**config.mk**
```make
export PLATFORM = sky130hd
export DESIGN_NAME = fifo_axil
export DESIGN_NICKNAME = d
export VERILOG_FILES = /design/src/axil_pkg.sv /design/src/fifo_pkg.sv /design/src/fifo_axil.sv /design/src/fifo_axil_regs.sv /design/src/fifo_core.sv
export SDC_FILE = /design/constraint.sdc
export NUM_CORES = 1
export LEC_CHECK = 0
export BUFFER_PORTS_ARGS = -buffer_cell sky130_fd_sc_hd__buf_4
export CORE_AREA = 3 3 199 123
export CTS_CLUSTER_DIAMETER = 150
export DETAILED_ROUTE_END_ITERATION = 16
export DIE_AREA = 0 0 202 126
export GPL_TIMING_DRIVEN = 0
export HOLD_SLACK_MARGIN = 0.08
export PLACE_DENSITY = 0.81
export SYNTH_ARGS = -nofsm -noshare
export SYNTH_HDL_FRONTEND = slang
export SYNTH_SLANG_ARGS = --single-unit
```
**constraint.sdc**
```tcl
create_clock -name rd_clk -period 5.6 [get_ports rd_clk]
set_clock_uncertainty 0.05 [all_clocks]
set_input_delay 0.28 -clock rd_clk [delete_from_list [all_inputs] [get_ports rd_clk]]
set_output_delay 0.28 -clock rd_clk [all_outputs]
set_load 0.02 [all_outputs]
```
**src/axil_pkg.sv**
```systemverilog
package axil_pkg;

    typedef logic [7:0]  axil_addr_t;
    typedef logic [31:0] axil_data_t;
    typedef logic [1:0]  axil_resp_t;

    // Response codes.
    localparam axil_resp_t resp_okay   = 2'd0;
    localparam axil_resp_t resp_slverr = 2'd2;

    // Register map.
    localparam axil_addr_t reg_status    = 8'h00; // Full, empty, sticky oflow, sticky uflow.
    localparam axil_addr_t reg_wr_count  = 8'h04; // Write side fill count.
    localparam axil_addr_t reg_rd_count  = 8'h08; // Read side fill count.
    localparam axil_addr_t reg_oflow_cnt = 8'h0C; // Saturating overflow events.
    localparam axil_addr_t reg_uflow_cnt = 8'h10; // Saturating underflow events.
    localparam axil_addr_t reg_depth     = 8'h14; // FIFO depth.
    localparam axil_addr_t reg_control   = 8'h18; // Write only.

    // Bit positions inside reg_control.
    localparam int ctrl_clear_bit = 0;
    localparam int ctrl_flush_bit = 1;

    // Host to slave.
    typedef struct packed {
        axil_addr_t awaddr;
        logic       awvalid;
        axil_data_t wdata;
        logic [3:0] wstrb;
        logic       wvalid;
        logic       bready;
        axil_addr_t araddr;
        logic       arvalid;
        logic       rready;
    } axil_req_t;

    // Slave to host.
    typedef struct packed {
        logic       awready;
        logic       wready;
        axil_resp_t bresp;
        logic       bvalid;
        logic       arready;
        axil_data_t rdata;
        axil_resp_t rresp;
        logic       rvalid;
    } axil_rsp_t;

endpackage

```
**src/fifo_pkg.sv**
```systemverilog
package fifo_pkg;

    // One FIFO entry.
    typedef logic [15:0] data_t;

    // Status handed from the core to the register block.
    // The oflow and uflow fields are single cycle event pulses,
    // full and empty are levels.
    typedef struct packed {
        logic full;
        logic empty;
        logic oflow; // Write seen while full.
        logic uflow; // Read seen while empty.
    } fifo_status_t;

endpackage

```
**src/fifo_axil.sv**
```systemverilog
module fifo_axil import axil_pkg::*, fifo_pkg::*; #(
    parameter int  DEPTH      = 16,
    parameter bit  FWFT       = 1,
    parameter bit  OFLOW_PROT = 1,
    parameter bit  UFLOW_PROT = 1,
    localparam int CNT_WID    = FWFT ? $clog2(DEPTH + 2) : $clog2(DEPTH + 1)
) (
    input  logic               rd_clk,
    input  logic               rd_srst,

    output logic               wr_rdy,
    input  logic               wr,
    input  data_t              wr_data,

    input  logic               rd,
    output logic               rd_ack,
    output data_t              rd_data,

    output logic [CNT_WID-1:0] wr_count,
    output logic [CNT_WID-1:0] rd_count,
    output logic               full,
    output logic               empty,
    output logic               oflow,
    output logic               uflow,

    input  axil_req_t          axil_req,
    output axil_rsp_t          axil_rsp
);

    fifo_status_t       status;
    logic [CNT_WID-1:0] core_rd_count;
    logic               flush;

    fifo_core #(
        .DEPTH      (DEPTH),
        .FWFT       (FWFT),
        .OFLOW_PROT (OFLOW_PROT),
        .UFLOW_PROT (UFLOW_PROT)
    ) fifo_core_inst (
        .rd_clk   (rd_clk),
        .rd_srst  (rd_srst),
        .wr_rdy   (wr_rdy),
        .wr       (wr),
        .wr_data  (wr_data),
        .rd       (rd),
        .flush    (flush),
        .rd_ack   (rd_ack),
        .rd_data  (rd_data),
        .wr_count (wr_count),
        .rd_count (core_rd_count),
        .status   (status)
    );

    fifo_axil_regs #(
        .DEPTH (DEPTH),
        .FWFT  (FWFT)
    ) fifo_axil_regs_inst (
        .rd_clk   (rd_clk),
        .rd_srst  (rd_srst),
        .axil_req (axil_req),
        .axil_rsp (axil_rsp),
        .status   (status),
        .wr_count (wr_count),
        .rd_count (core_rd_count),
        .flush    (flush)
    );

    assign full  = status.full;
    assign empty = status.empty;
    assign oflow = status.oflow;
    assign uflow = status.uflow;

    always_ff @(posedge rd_clk) begin
        if (rd_srst) begin
            rd_count <= '0;
        end else begin
            rd_count <= core_rd_count; // One extra cycle of lag.
        end
    end

endmodule

```
**src/fifo_axil_regs.sv**
```systemverilog
module fifo_axil_regs import axil_pkg::*, fifo_pkg::*; #(
    parameter int  DEPTH   = 16,
    parameter bit  FWFT    = 1,
    localparam int CNT_WID = FWFT ? $clog2(DEPTH + 2) : $clog2(DEPTH + 1)
) (
    input  logic               rd_clk,
    input  logic               rd_srst,

    input  axil_req_t          axil_req,
    output axil_rsp_t          axil_rsp,

    input  fifo_status_t       status,
    input  logic [CNT_WID-1:0] wr_count,
    input  logic [CNT_WID-1:0] rd_count,
    output logic               flush
);

    logic             wr_take;
    logic             rd_take;
    logic             wr_mapped;
    logic             ctrl_hit;
    logic             clear_req;
    axil_data_t       rd_word;
    axil_resp_t       rd_resp;

    logic             bvalid_q;
    axil_resp_t       bresp_q;
    logic             rvalid_q;
    axil_data_t       rdata_q;
    axil_resp_t       rresp_q;
    logic             flush_q;

    logic [1:0]       err_evt;     // Index 0 overflow, index 1 underflow.
    logic [1:0]       err_sticky;
    logic [1:0][15:0] err_cnt;

    // Address and data are taken together, one write in flight.
    assign wr_take = axil_req.awvalid && axil_req.wvalid && !bvalid_q;
    assign rd_take = axil_req.arvalid && !rvalid_q;

    always_comb begin
        case (axil_req.awaddr)
            reg_status, reg_wr_count, reg_rd_count, reg_oflow_cnt,
            reg_uflow_cnt, reg_depth, reg_control: wr_mapped = 1'b1;
            default:                                wr_mapped = 1'b0;
        endcase
    end

    assign ctrl_hit  = wr_take && (axil_req.awaddr == reg_control) && axil_req.wstrb[0];
    assign clear_req = ctrl_hit && axil_req.wdata[ctrl_clear_bit];

    always_comb begin
        rd_resp = resp_okay;
        case (axil_req.araddr)
            reg_status:    rd_word = {28'd0, err_sticky[1], err_sticky[0],
                                      status.empty, status.full};
            reg_wr_count:  rd_word = 32'(wr_count);
            reg_rd_count:  rd_word = 32'(rd_count);
            reg_oflow_cnt: rd_word = {16'd0, err_cnt[0]};
            reg_uflow_cnt: rd_word = {16'd0, err_cnt[1]};
            reg_depth:     rd_word = 32'(DEPTH);
            reg_control:   rd_word = '0; // Write only.
            default: begin
                rd_word = '0;
                rd_resp = resp_slverr;
            end
        endcase
    end

    always_ff @(posedge rd_clk) begin
        if (rd_srst) begin
            bvalid_q <= 1'b0;
            rvalid_q <= 1'b0;
            flush_q  <= 1'b0;
        end else begin
            if (wr_take) begin
                bvalid_q <= 1'b1;
            end else if (axil_req.bready) begin
                bvalid_q <= 1'b0;
            end
            if (rd_take) begin
                rvalid_q <= 1'b1;
            end else if (axil_req.rready) begin
                rvalid_q <= 1'b0;
            end
            flush_q <= ctrl_hit && axil_req.wdata[ctrl_flush_bit]; // Core flushes next edge.
        end
    end

    always_ff @(posedge rd_clk) begin
        if (wr_take) begin
            bresp_q <= wr_mapped ? resp_okay : resp_slverr;
        end
        if (rd_take) begin
            rdata_q <= rd_word;
            rresp_q <= rd_resp;
        end
    end

    assign err_evt = {status.uflow, status.oflow};

    // Sticky flags and saturating counters. An event on the clear edge still counts.
    always_ff @(posedge rd_clk) begin
        if (rd_srst) begin
            err_sticky <= '0;
            err_cnt    <= '0;
        end else begin
            for (int i = 0; i < 2; i++) begin
                if (clear_req) begin
                    err_sticky[i] <= err_evt[i];
                    err_cnt[i]    <= 16'(err_evt[i]);
                end else if (err_evt[i]) begin
                    err_sticky[i] <= 1'b1;
                    if (err_cnt[i] != '1) begin
                        err_cnt[i] <= err_cnt[i] + 1'b1;
                    end
                end
            end
        end
    end

    assign flush = flush_q;

    assign axil_rsp.awready = wr_take;
    assign axil_rsp.wready  = wr_take;
    assign axil_rsp.bresp   = bresp_q;
    assign axil_rsp.bvalid  = bvalid_q;
    assign axil_rsp.arready = rd_take;
    assign axil_rsp.rdata   = rdata_q;
    assign axil_rsp.rresp   = rresp_q;
    assign axil_rsp.rvalid  = rvalid_q;

    assert property (@(posedge rd_clk) disable iff (rd_srst)
        bvalid_q && !axil_req.bready |=> bvalid_q && $stable(bresp_q))
        else $error("fifo_axil_regs write response dropped before bready");

    assert property (@(posedge rd_clk) disable iff (rd_srst)
        rvalid_q && !axil_req.rready |=> rvalid_q && $stable(rdata_q) && $stable(rresp_q))
        else $error("fifo_axil_regs read response changed before rready");

endmodule

```
**src/fifo_core.sv**
```systemverilog
module fifo_core import fifo_pkg::*; #(
    parameter int  DEPTH      = 16,
    parameter bit  FWFT       = 1,
    parameter bit  OFLOW_PROT = 1,
    parameter bit  UFLOW_PROT = 1,
    localparam int CNT_WID    = FWFT ? $clog2(DEPTH + 2) : $clog2(DEPTH + 1)
) (
    input  logic               rd_clk,
    input  logic               rd_srst,

    output logic               wr_rdy,
    input  logic               wr,
    input  data_t              wr_data,

    input  logic               rd,
    input  logic               flush,
    output logic               rd_ack,
    output data_t              rd_data,

    output logic [CNT_WID-1:0] wr_count,
    output logic [CNT_WID-1:0] rd_count,
    output fifo_status_t       status
);

    localparam int AW = $clog2(DEPTH);

    data_t              mem [DEPTH];
    logic [AW-1:0]      wr_ptr;
    logic [AW-1:0]      rd_ptr;
    logic [CNT_WID-1:0] count;       // Includes the FWFT output word.
    logic               full;
    logic               empty;
    logic               wr_go;
    logic               rd_go;
    logic               rd_ok;
    logic               head_valid;
    logic               head_free;
    logic               mem_empty;
    logic               bypass;
    logic               mem_wr;
    logic               mem_rd;
    logic               rd_ptr_inc;
    logic               rd_ack_q;
    data_t              out_data;    // FWFT head word or registered read data.
    logic               oflow_q;
    logic               uflow_q;

    assign full  = (count == CNT_WID'(DEPTH));
    assign empty = (count == '0);

    assign wr_rdy = !full;

    // Without protection the pointers run on regardless.
    assign wr_go = wr && (!full || !OFLOW_PROT);
    assign rd_ok = rd && !empty;
    assign rd_go = rd && (!empty || !UFLOW_PROT);

    always_comb begin
        if (FWFT) begin
            head_free = !head_valid || rd_ok;             // Head slot can take a word.
            mem_empty = (count == CNT_WID'(head_valid));  // Nothing queued behind the head.
            bypass    = wr_go && mem_empty && head_free;  // Straight into the output stage.
            mem_rd    = head_free && !mem_empty;          // Prefetch next word.
        end else begin
            head_free = 1'b0;
            mem_empty = empty;
            bypass    = 1'b0;
            mem_rd    = rd_ok;
        end
        mem_wr     = wr_go && !bypass;
        rd_ptr_inc = mem_rd || (rd_go && empty); // Unprotected underflow slips the pointer.
    end

    always_ff @(posedge rd_clk) begin
        if (rd_srst || flush) begin
            wr_ptr     <= '0;
            rd_ptr     <= '0;
            count      <= '0;
            head_valid <= 1'b0;
            rd_ack_q   <= 1'b0;
        end else begin
            if (mem_wr) begin
                wr_ptr <= wr_ptr + 1'b1;
            end
            if (rd_ptr_inc) begin
                rd_ptr <= rd_ptr + 1'b1;
            end
            count <= count + CNT_WID'(wr_go) - CNT_WID'(rd_go);
            if (bypass || mem_rd) begin
                head_valid <= 1'b1;
            end else if (rd_ok) begin
                head_valid <= 1'b0;
            end
            rd_ack_q <= rd_ok;
        end
    end

    always_ff @(posedge rd_clk) begin
        if (mem_wr) begin
            mem[wr_ptr] <= wr_data;
        end
        if (bypass) begin
            out_data <= wr_data;
        end else if (mem_rd) begin
            out_data <= mem[rd_ptr];
        end
    end

    // Error pulses, one cycle after the offending strobe.
    always_ff @(posedge rd_clk) begin
        if (rd_srst) begin
            oflow_q <= 1'b0;
            uflow_q <= 1'b0;
        end else begin
            oflow_q <= wr && full;
            uflow_q <= rd && empty;
        end
    end

    assign rd_ack  = FWFT ? rd_ok : rd_ack_q;
    assign rd_data = out_data;

    assign wr_count = count;
    assign rd_count = count;

    assign status.full  = full;
    assign status.empty = empty;
    assign status.oflow = oflow_q;
    assign status.uflow = uflow_q;

    // Occupancy stays within the storage, output stage included.
    assert property (@(posedge rd_clk) disable iff (rd_srst || !OFLOW_PROT || !UFLOW_PROT)
        count <= CNT_WID'(DEPTH))
        else $error("fifo_core count above DEPTH");

    assert property (@(posedge rd_clk) disable iff (rd_srst || !OFLOW_PROT)
        full && !flush |=> $stable(wr_ptr))
        else $error("fifo_core write pointer moved while full");

    assert property (@(posedge rd_clk) disable iff (rd_srst || !UFLOW_PROT)
        empty && !flush |=> $stable(rd_ptr))
        else $error("fifo_core read pointer moved while empty");

endmodule

```
==> flow_summary.json <==
{
  "status": "finished, final reports clean",
  "worst-path-max-fanout": 4,
  "die_area_um2": 25500,
  "io_pins": 150,
  "fin_setup_tns_ps": 0,
  "max-slew-margin-rel_pct": 28.6,
  "core_um2": 22900,
  "fin_area_um2": 17000,
  "initial_core_util_pct": 62.4,
  "yosys-mux-area-fraction_pct": 11.6,
  "yosys_warnings": 0,
  "avgSynthCellArea_um2": 16.3,
  "crit_type": "flop to flop",
  "drt_iter0_markers": 919,
  "finalNetCount": 1161,
  "setup_viol": 0,
  "synth_compound_area_share_pct": 4.88,
  "drc": 0,
  "cap_violations": 0,
  "cts_made_buffers": 30,
  "synthArstFlopShare_pct": 0,
  "dr.pass1.iters": 5,
  "arrival_ps": 3500,
  "final-seq-area_um2": 9950,
  "die_w_um": 202,
  "syn_area_um2": 14300,
  "root_buffer": "clkbuf_16",
  "synth.distinct_cells": 60,
  "ys_ff_latch": 352,
  "post-cts-setup-buffer-count": 0,
  "clock_path_buffers": 3,
  "power.density_nw_per_um2": 386,
  "p_leak_nw": 5.88,
  "hpwl_um": 21200,
  "synth_edf_count": 290,
  "grt_max_degree": 19,
  "grt_usage_pct": 25.9,
  "start_kind": "flop",
  "fin_crit_sh_pct": 54.7,
  "postPlaceCellArea_um2": 15700,
  "clk_pin_slew_ps": 70,
  "ys_seq_area_share_pct": 69.7,
  "grt_pass1_wl_um": 49800,
  "syn_inst": 875,
  "wl_per_cell_um": 23.1,
  "min_path_type": "primary input to flop",
  "vias_per_cell": 6.03,
  "antenna_found_initial": 0,
  "cts_tree": "built",
  "clk_latency_ps": 560,
  "cpMostUsedCell": "inv_1",
  "ant_nets": 0,
  "dieHeight_um": 126,
  "fin_cells": 1408,
  "min_period_ps": 3060,
  "synth_top_flop_cell": "edfxtp_1",
  "num_rows": 43,
  "cts_max_level": 1,
  "antenna_cells": 0,
  "multiInputGateArea_um2": 4010,
  "power.total_mw": 6.57,
  "critical-path-slowest-cell": "nor3_1",
  "end_kind": "flop",
  "dp_cells": 1319,
  "vias": 8487,
  "crit_required_ps": 6040,
  "clock-sinks": 352,
  "first_global_vias": 8395,
  "drv_slew": 0,
  "grt_overflow": 0,
  "worstMarginPinSlew_ps": 1070,
  "synth_fa_ha_area_share_pct": 1.28,
  "r2r_slack_ps": 2540,
  "cp_cell_sequence": "inv_1 -> ha_1 -> nand2b_1 -> nor3_1 -> nor2b_1 -> ha_1 -> inv_1 -> ha_1 -> inv_1 -> fa_1 -> inv_1 -> a21oi_1 -> nor2_1 -> or3_1 -> a21oi_1",
  "rsz0062_at_grt": "no",
  "yosys.area_share.simple_pct": 7.66,
  "synth_top_family_by_area": "multiplexers",
  "drive_gt1_share_pct": 26.8,
  "gp_congestion": 0.837,
  "peakVddDrop_uv": 270,
  "num-fill-cells": 1322,
  "hold_viol": 0,
  "max_freq_mhz": 327,
  "wl_um": 32600,
  "crit_path_max_incr_delay_ps": 410,
  "synth_xor_area_share_pct": 1.78,
  "portBuffers": 98,
  "synthToLayoutAreaGrowth_pct": 19.1
}
worst max-delay path: cells and delay by family, from the launching register on:
family / cells / cell delay (ps)
AND/OR/NAND/NOR: 5 / 1050
adder cells (fa/ha/maj): 4 / 930
flip-flops: 1 / 380
buffers and inverters: 4 / 290
AO/OA/AOI/OAI: 2 / 280
power by group:
| part | internal, mW | switching (mW) |
|---|---|---|
| Sequential | 3.07 | 0.0907 |
| Clock | 1.14 | 0.903 |
| Combinational | 0.533 | 0.827 |
cells in the mapped netlist, types with 3 or more instances:
library cell / count / area (µm²)
a211oi_1: 4 / 30.0
a21oi_1: 11 / 55.1
a221o_1: 5 / 50.1
a22o_1: 11 / 96.3
a22oi_1: 4 / 30.0
and2_1: 3 / 18.8
and3_1: 11 / 68.8
and4_1: 4 / 35.0
buf_1: 7 / 26.3
buf_2: 5 / 25.0
buf_4: 29 / 218
clkbuf_1: 19 / 71.3
dfxtp_1: 62 / 1240
edfxtp_1: 290 / 8710
ha_1: 13 / 163
inv_1: 17 / 63.8
mux2i_1: 22 / 220
mux4_2: 64 / 1440
nand2_1: 54 / 203
nand2b_1: 6 / 37.5
nand3_1: 21 / 105
nand3b_1: 3 / 22.5
nand4_1: 8 / 50.1
nor2_1: 65 / 244
nor2_2: 3 / 18.8
nor2b_1: 4 / 25.0
nor3_1: 13 / 65.1
o211ai_1: 7 / 52.6
o21ai_0: 22 / 110
o221ai_1: 16 / 140
or2_2: 4 / 25.0
or4_1: 4 / 30.0
or4_4: 3 / 33.8
xnor2_1: 9 / 78.8
xor2_1: 20 / 175
cell families (layout without fill, tap and decap cells):
| family | count (synthesis) | in the layout |
|---|---|---|
| xor+xnor | 29 | 29 |
| other cells | 1 | 18 |
| simple gates | 217 | 217 |
| compound gates | 95 | 95 |
| fa+ha+maj | 14 | 14 |
| mux | 86 | 86 |
| buf+inv | 81 | 282 |
| flops | 352 | 352 |
sequential cells by signal, indices dropped and copies added, names as in the netlist, 2 cells and up, named ones only:
register / flops
fifo_core_inst.mem: 256
fifo_core_inst.rd_data: 16
fifo_axil_regs_inst.err_sticky: 2
rd_count: 5
fifo_core_inst.rd_ptr: 4
fifo_axil_regs_inst.rdata_q: 16
fifo_axil_regs_inst.err_cnt: 32
fifo_core_inst.rd_count: 5
fifo_core_inst.wr_ptr: 4
area by class of cell:
type                    count  share of cell area (%)
plain buffers              64                    2.19
well taps                 315                    2.32
clock buffers              41                    4.96
clock inverters            14                   0.684
multi-input cells         459                    23.6
repair buffers            146                    7.43
inverters                  17                   0.375
flip-flops and latches    352                    58.5
layer usage:
metal  GRT usage, %  vias up  part of all wire [%]
met5              0        -                     0
met4           5.86        0                   2.3
met3           5.97       54                    10
met2           38.2      424                    45
met1           40.2     4250                    43
li1               -     3759                     -
path summary, 6_finish.rpt:
kind,startpoint,to,cells after the start
max,fifo_core_inst.rd_count[3]$_SDFF_PP0_,fifo_core_inst.rd_count[4]$_SDFF_PP0_,15
min reg2reg,fifo_axil_regs_inst.err_sticky[0]$_SDFFE_PP0P_,fifo_axil_regs_inst.err_sticky[0]$_SDFFE_PP0P_,2
min,axil_req[11],fifo_axil_regs_inst.bresp_q[1]$_DFFE_PP_,3
max reg2reg,fifo_core_inst.rd_count[3]$_SDFF_PP0_,fifo_core_inst.rd_count[4]$_SDFF_PP0_,15
per-stage QoR:
stage | setup WS [ps] | utilization (%) | hold slack, ps
after floorplan | 2370 | - | 302
after global placement | 1370 | 67.7 | 413
after detailed placement | 2660 | 68.7 | 418
after CTS | 2600 | 74.4 | 117
after global routing | 2240 | 74.4 | 177
final | 2540 | 74.4 | 171
timing repair:
action	4_1_cts	5_1_grt
hold endpoints to repair	269	0
hold buffers	34	0
gates resized for setup	0	0
cell usage in the layout, fill, tap and decap left out, drive strengths merged, types with 13 or more instances in the layout:
cell	n
o21ai	25
dfxtp	62
dlygate4sd3	34
nand3	21
nand2	54
o221ai	16
clkbuf	62
inv	17
buf	155
xor2	20
nor2	68
mux4	64
edfxtp	290
nor3	13
mux2i	22
conb	18
ha	13
Note: power is estimated with default switching activity, not from simulation.
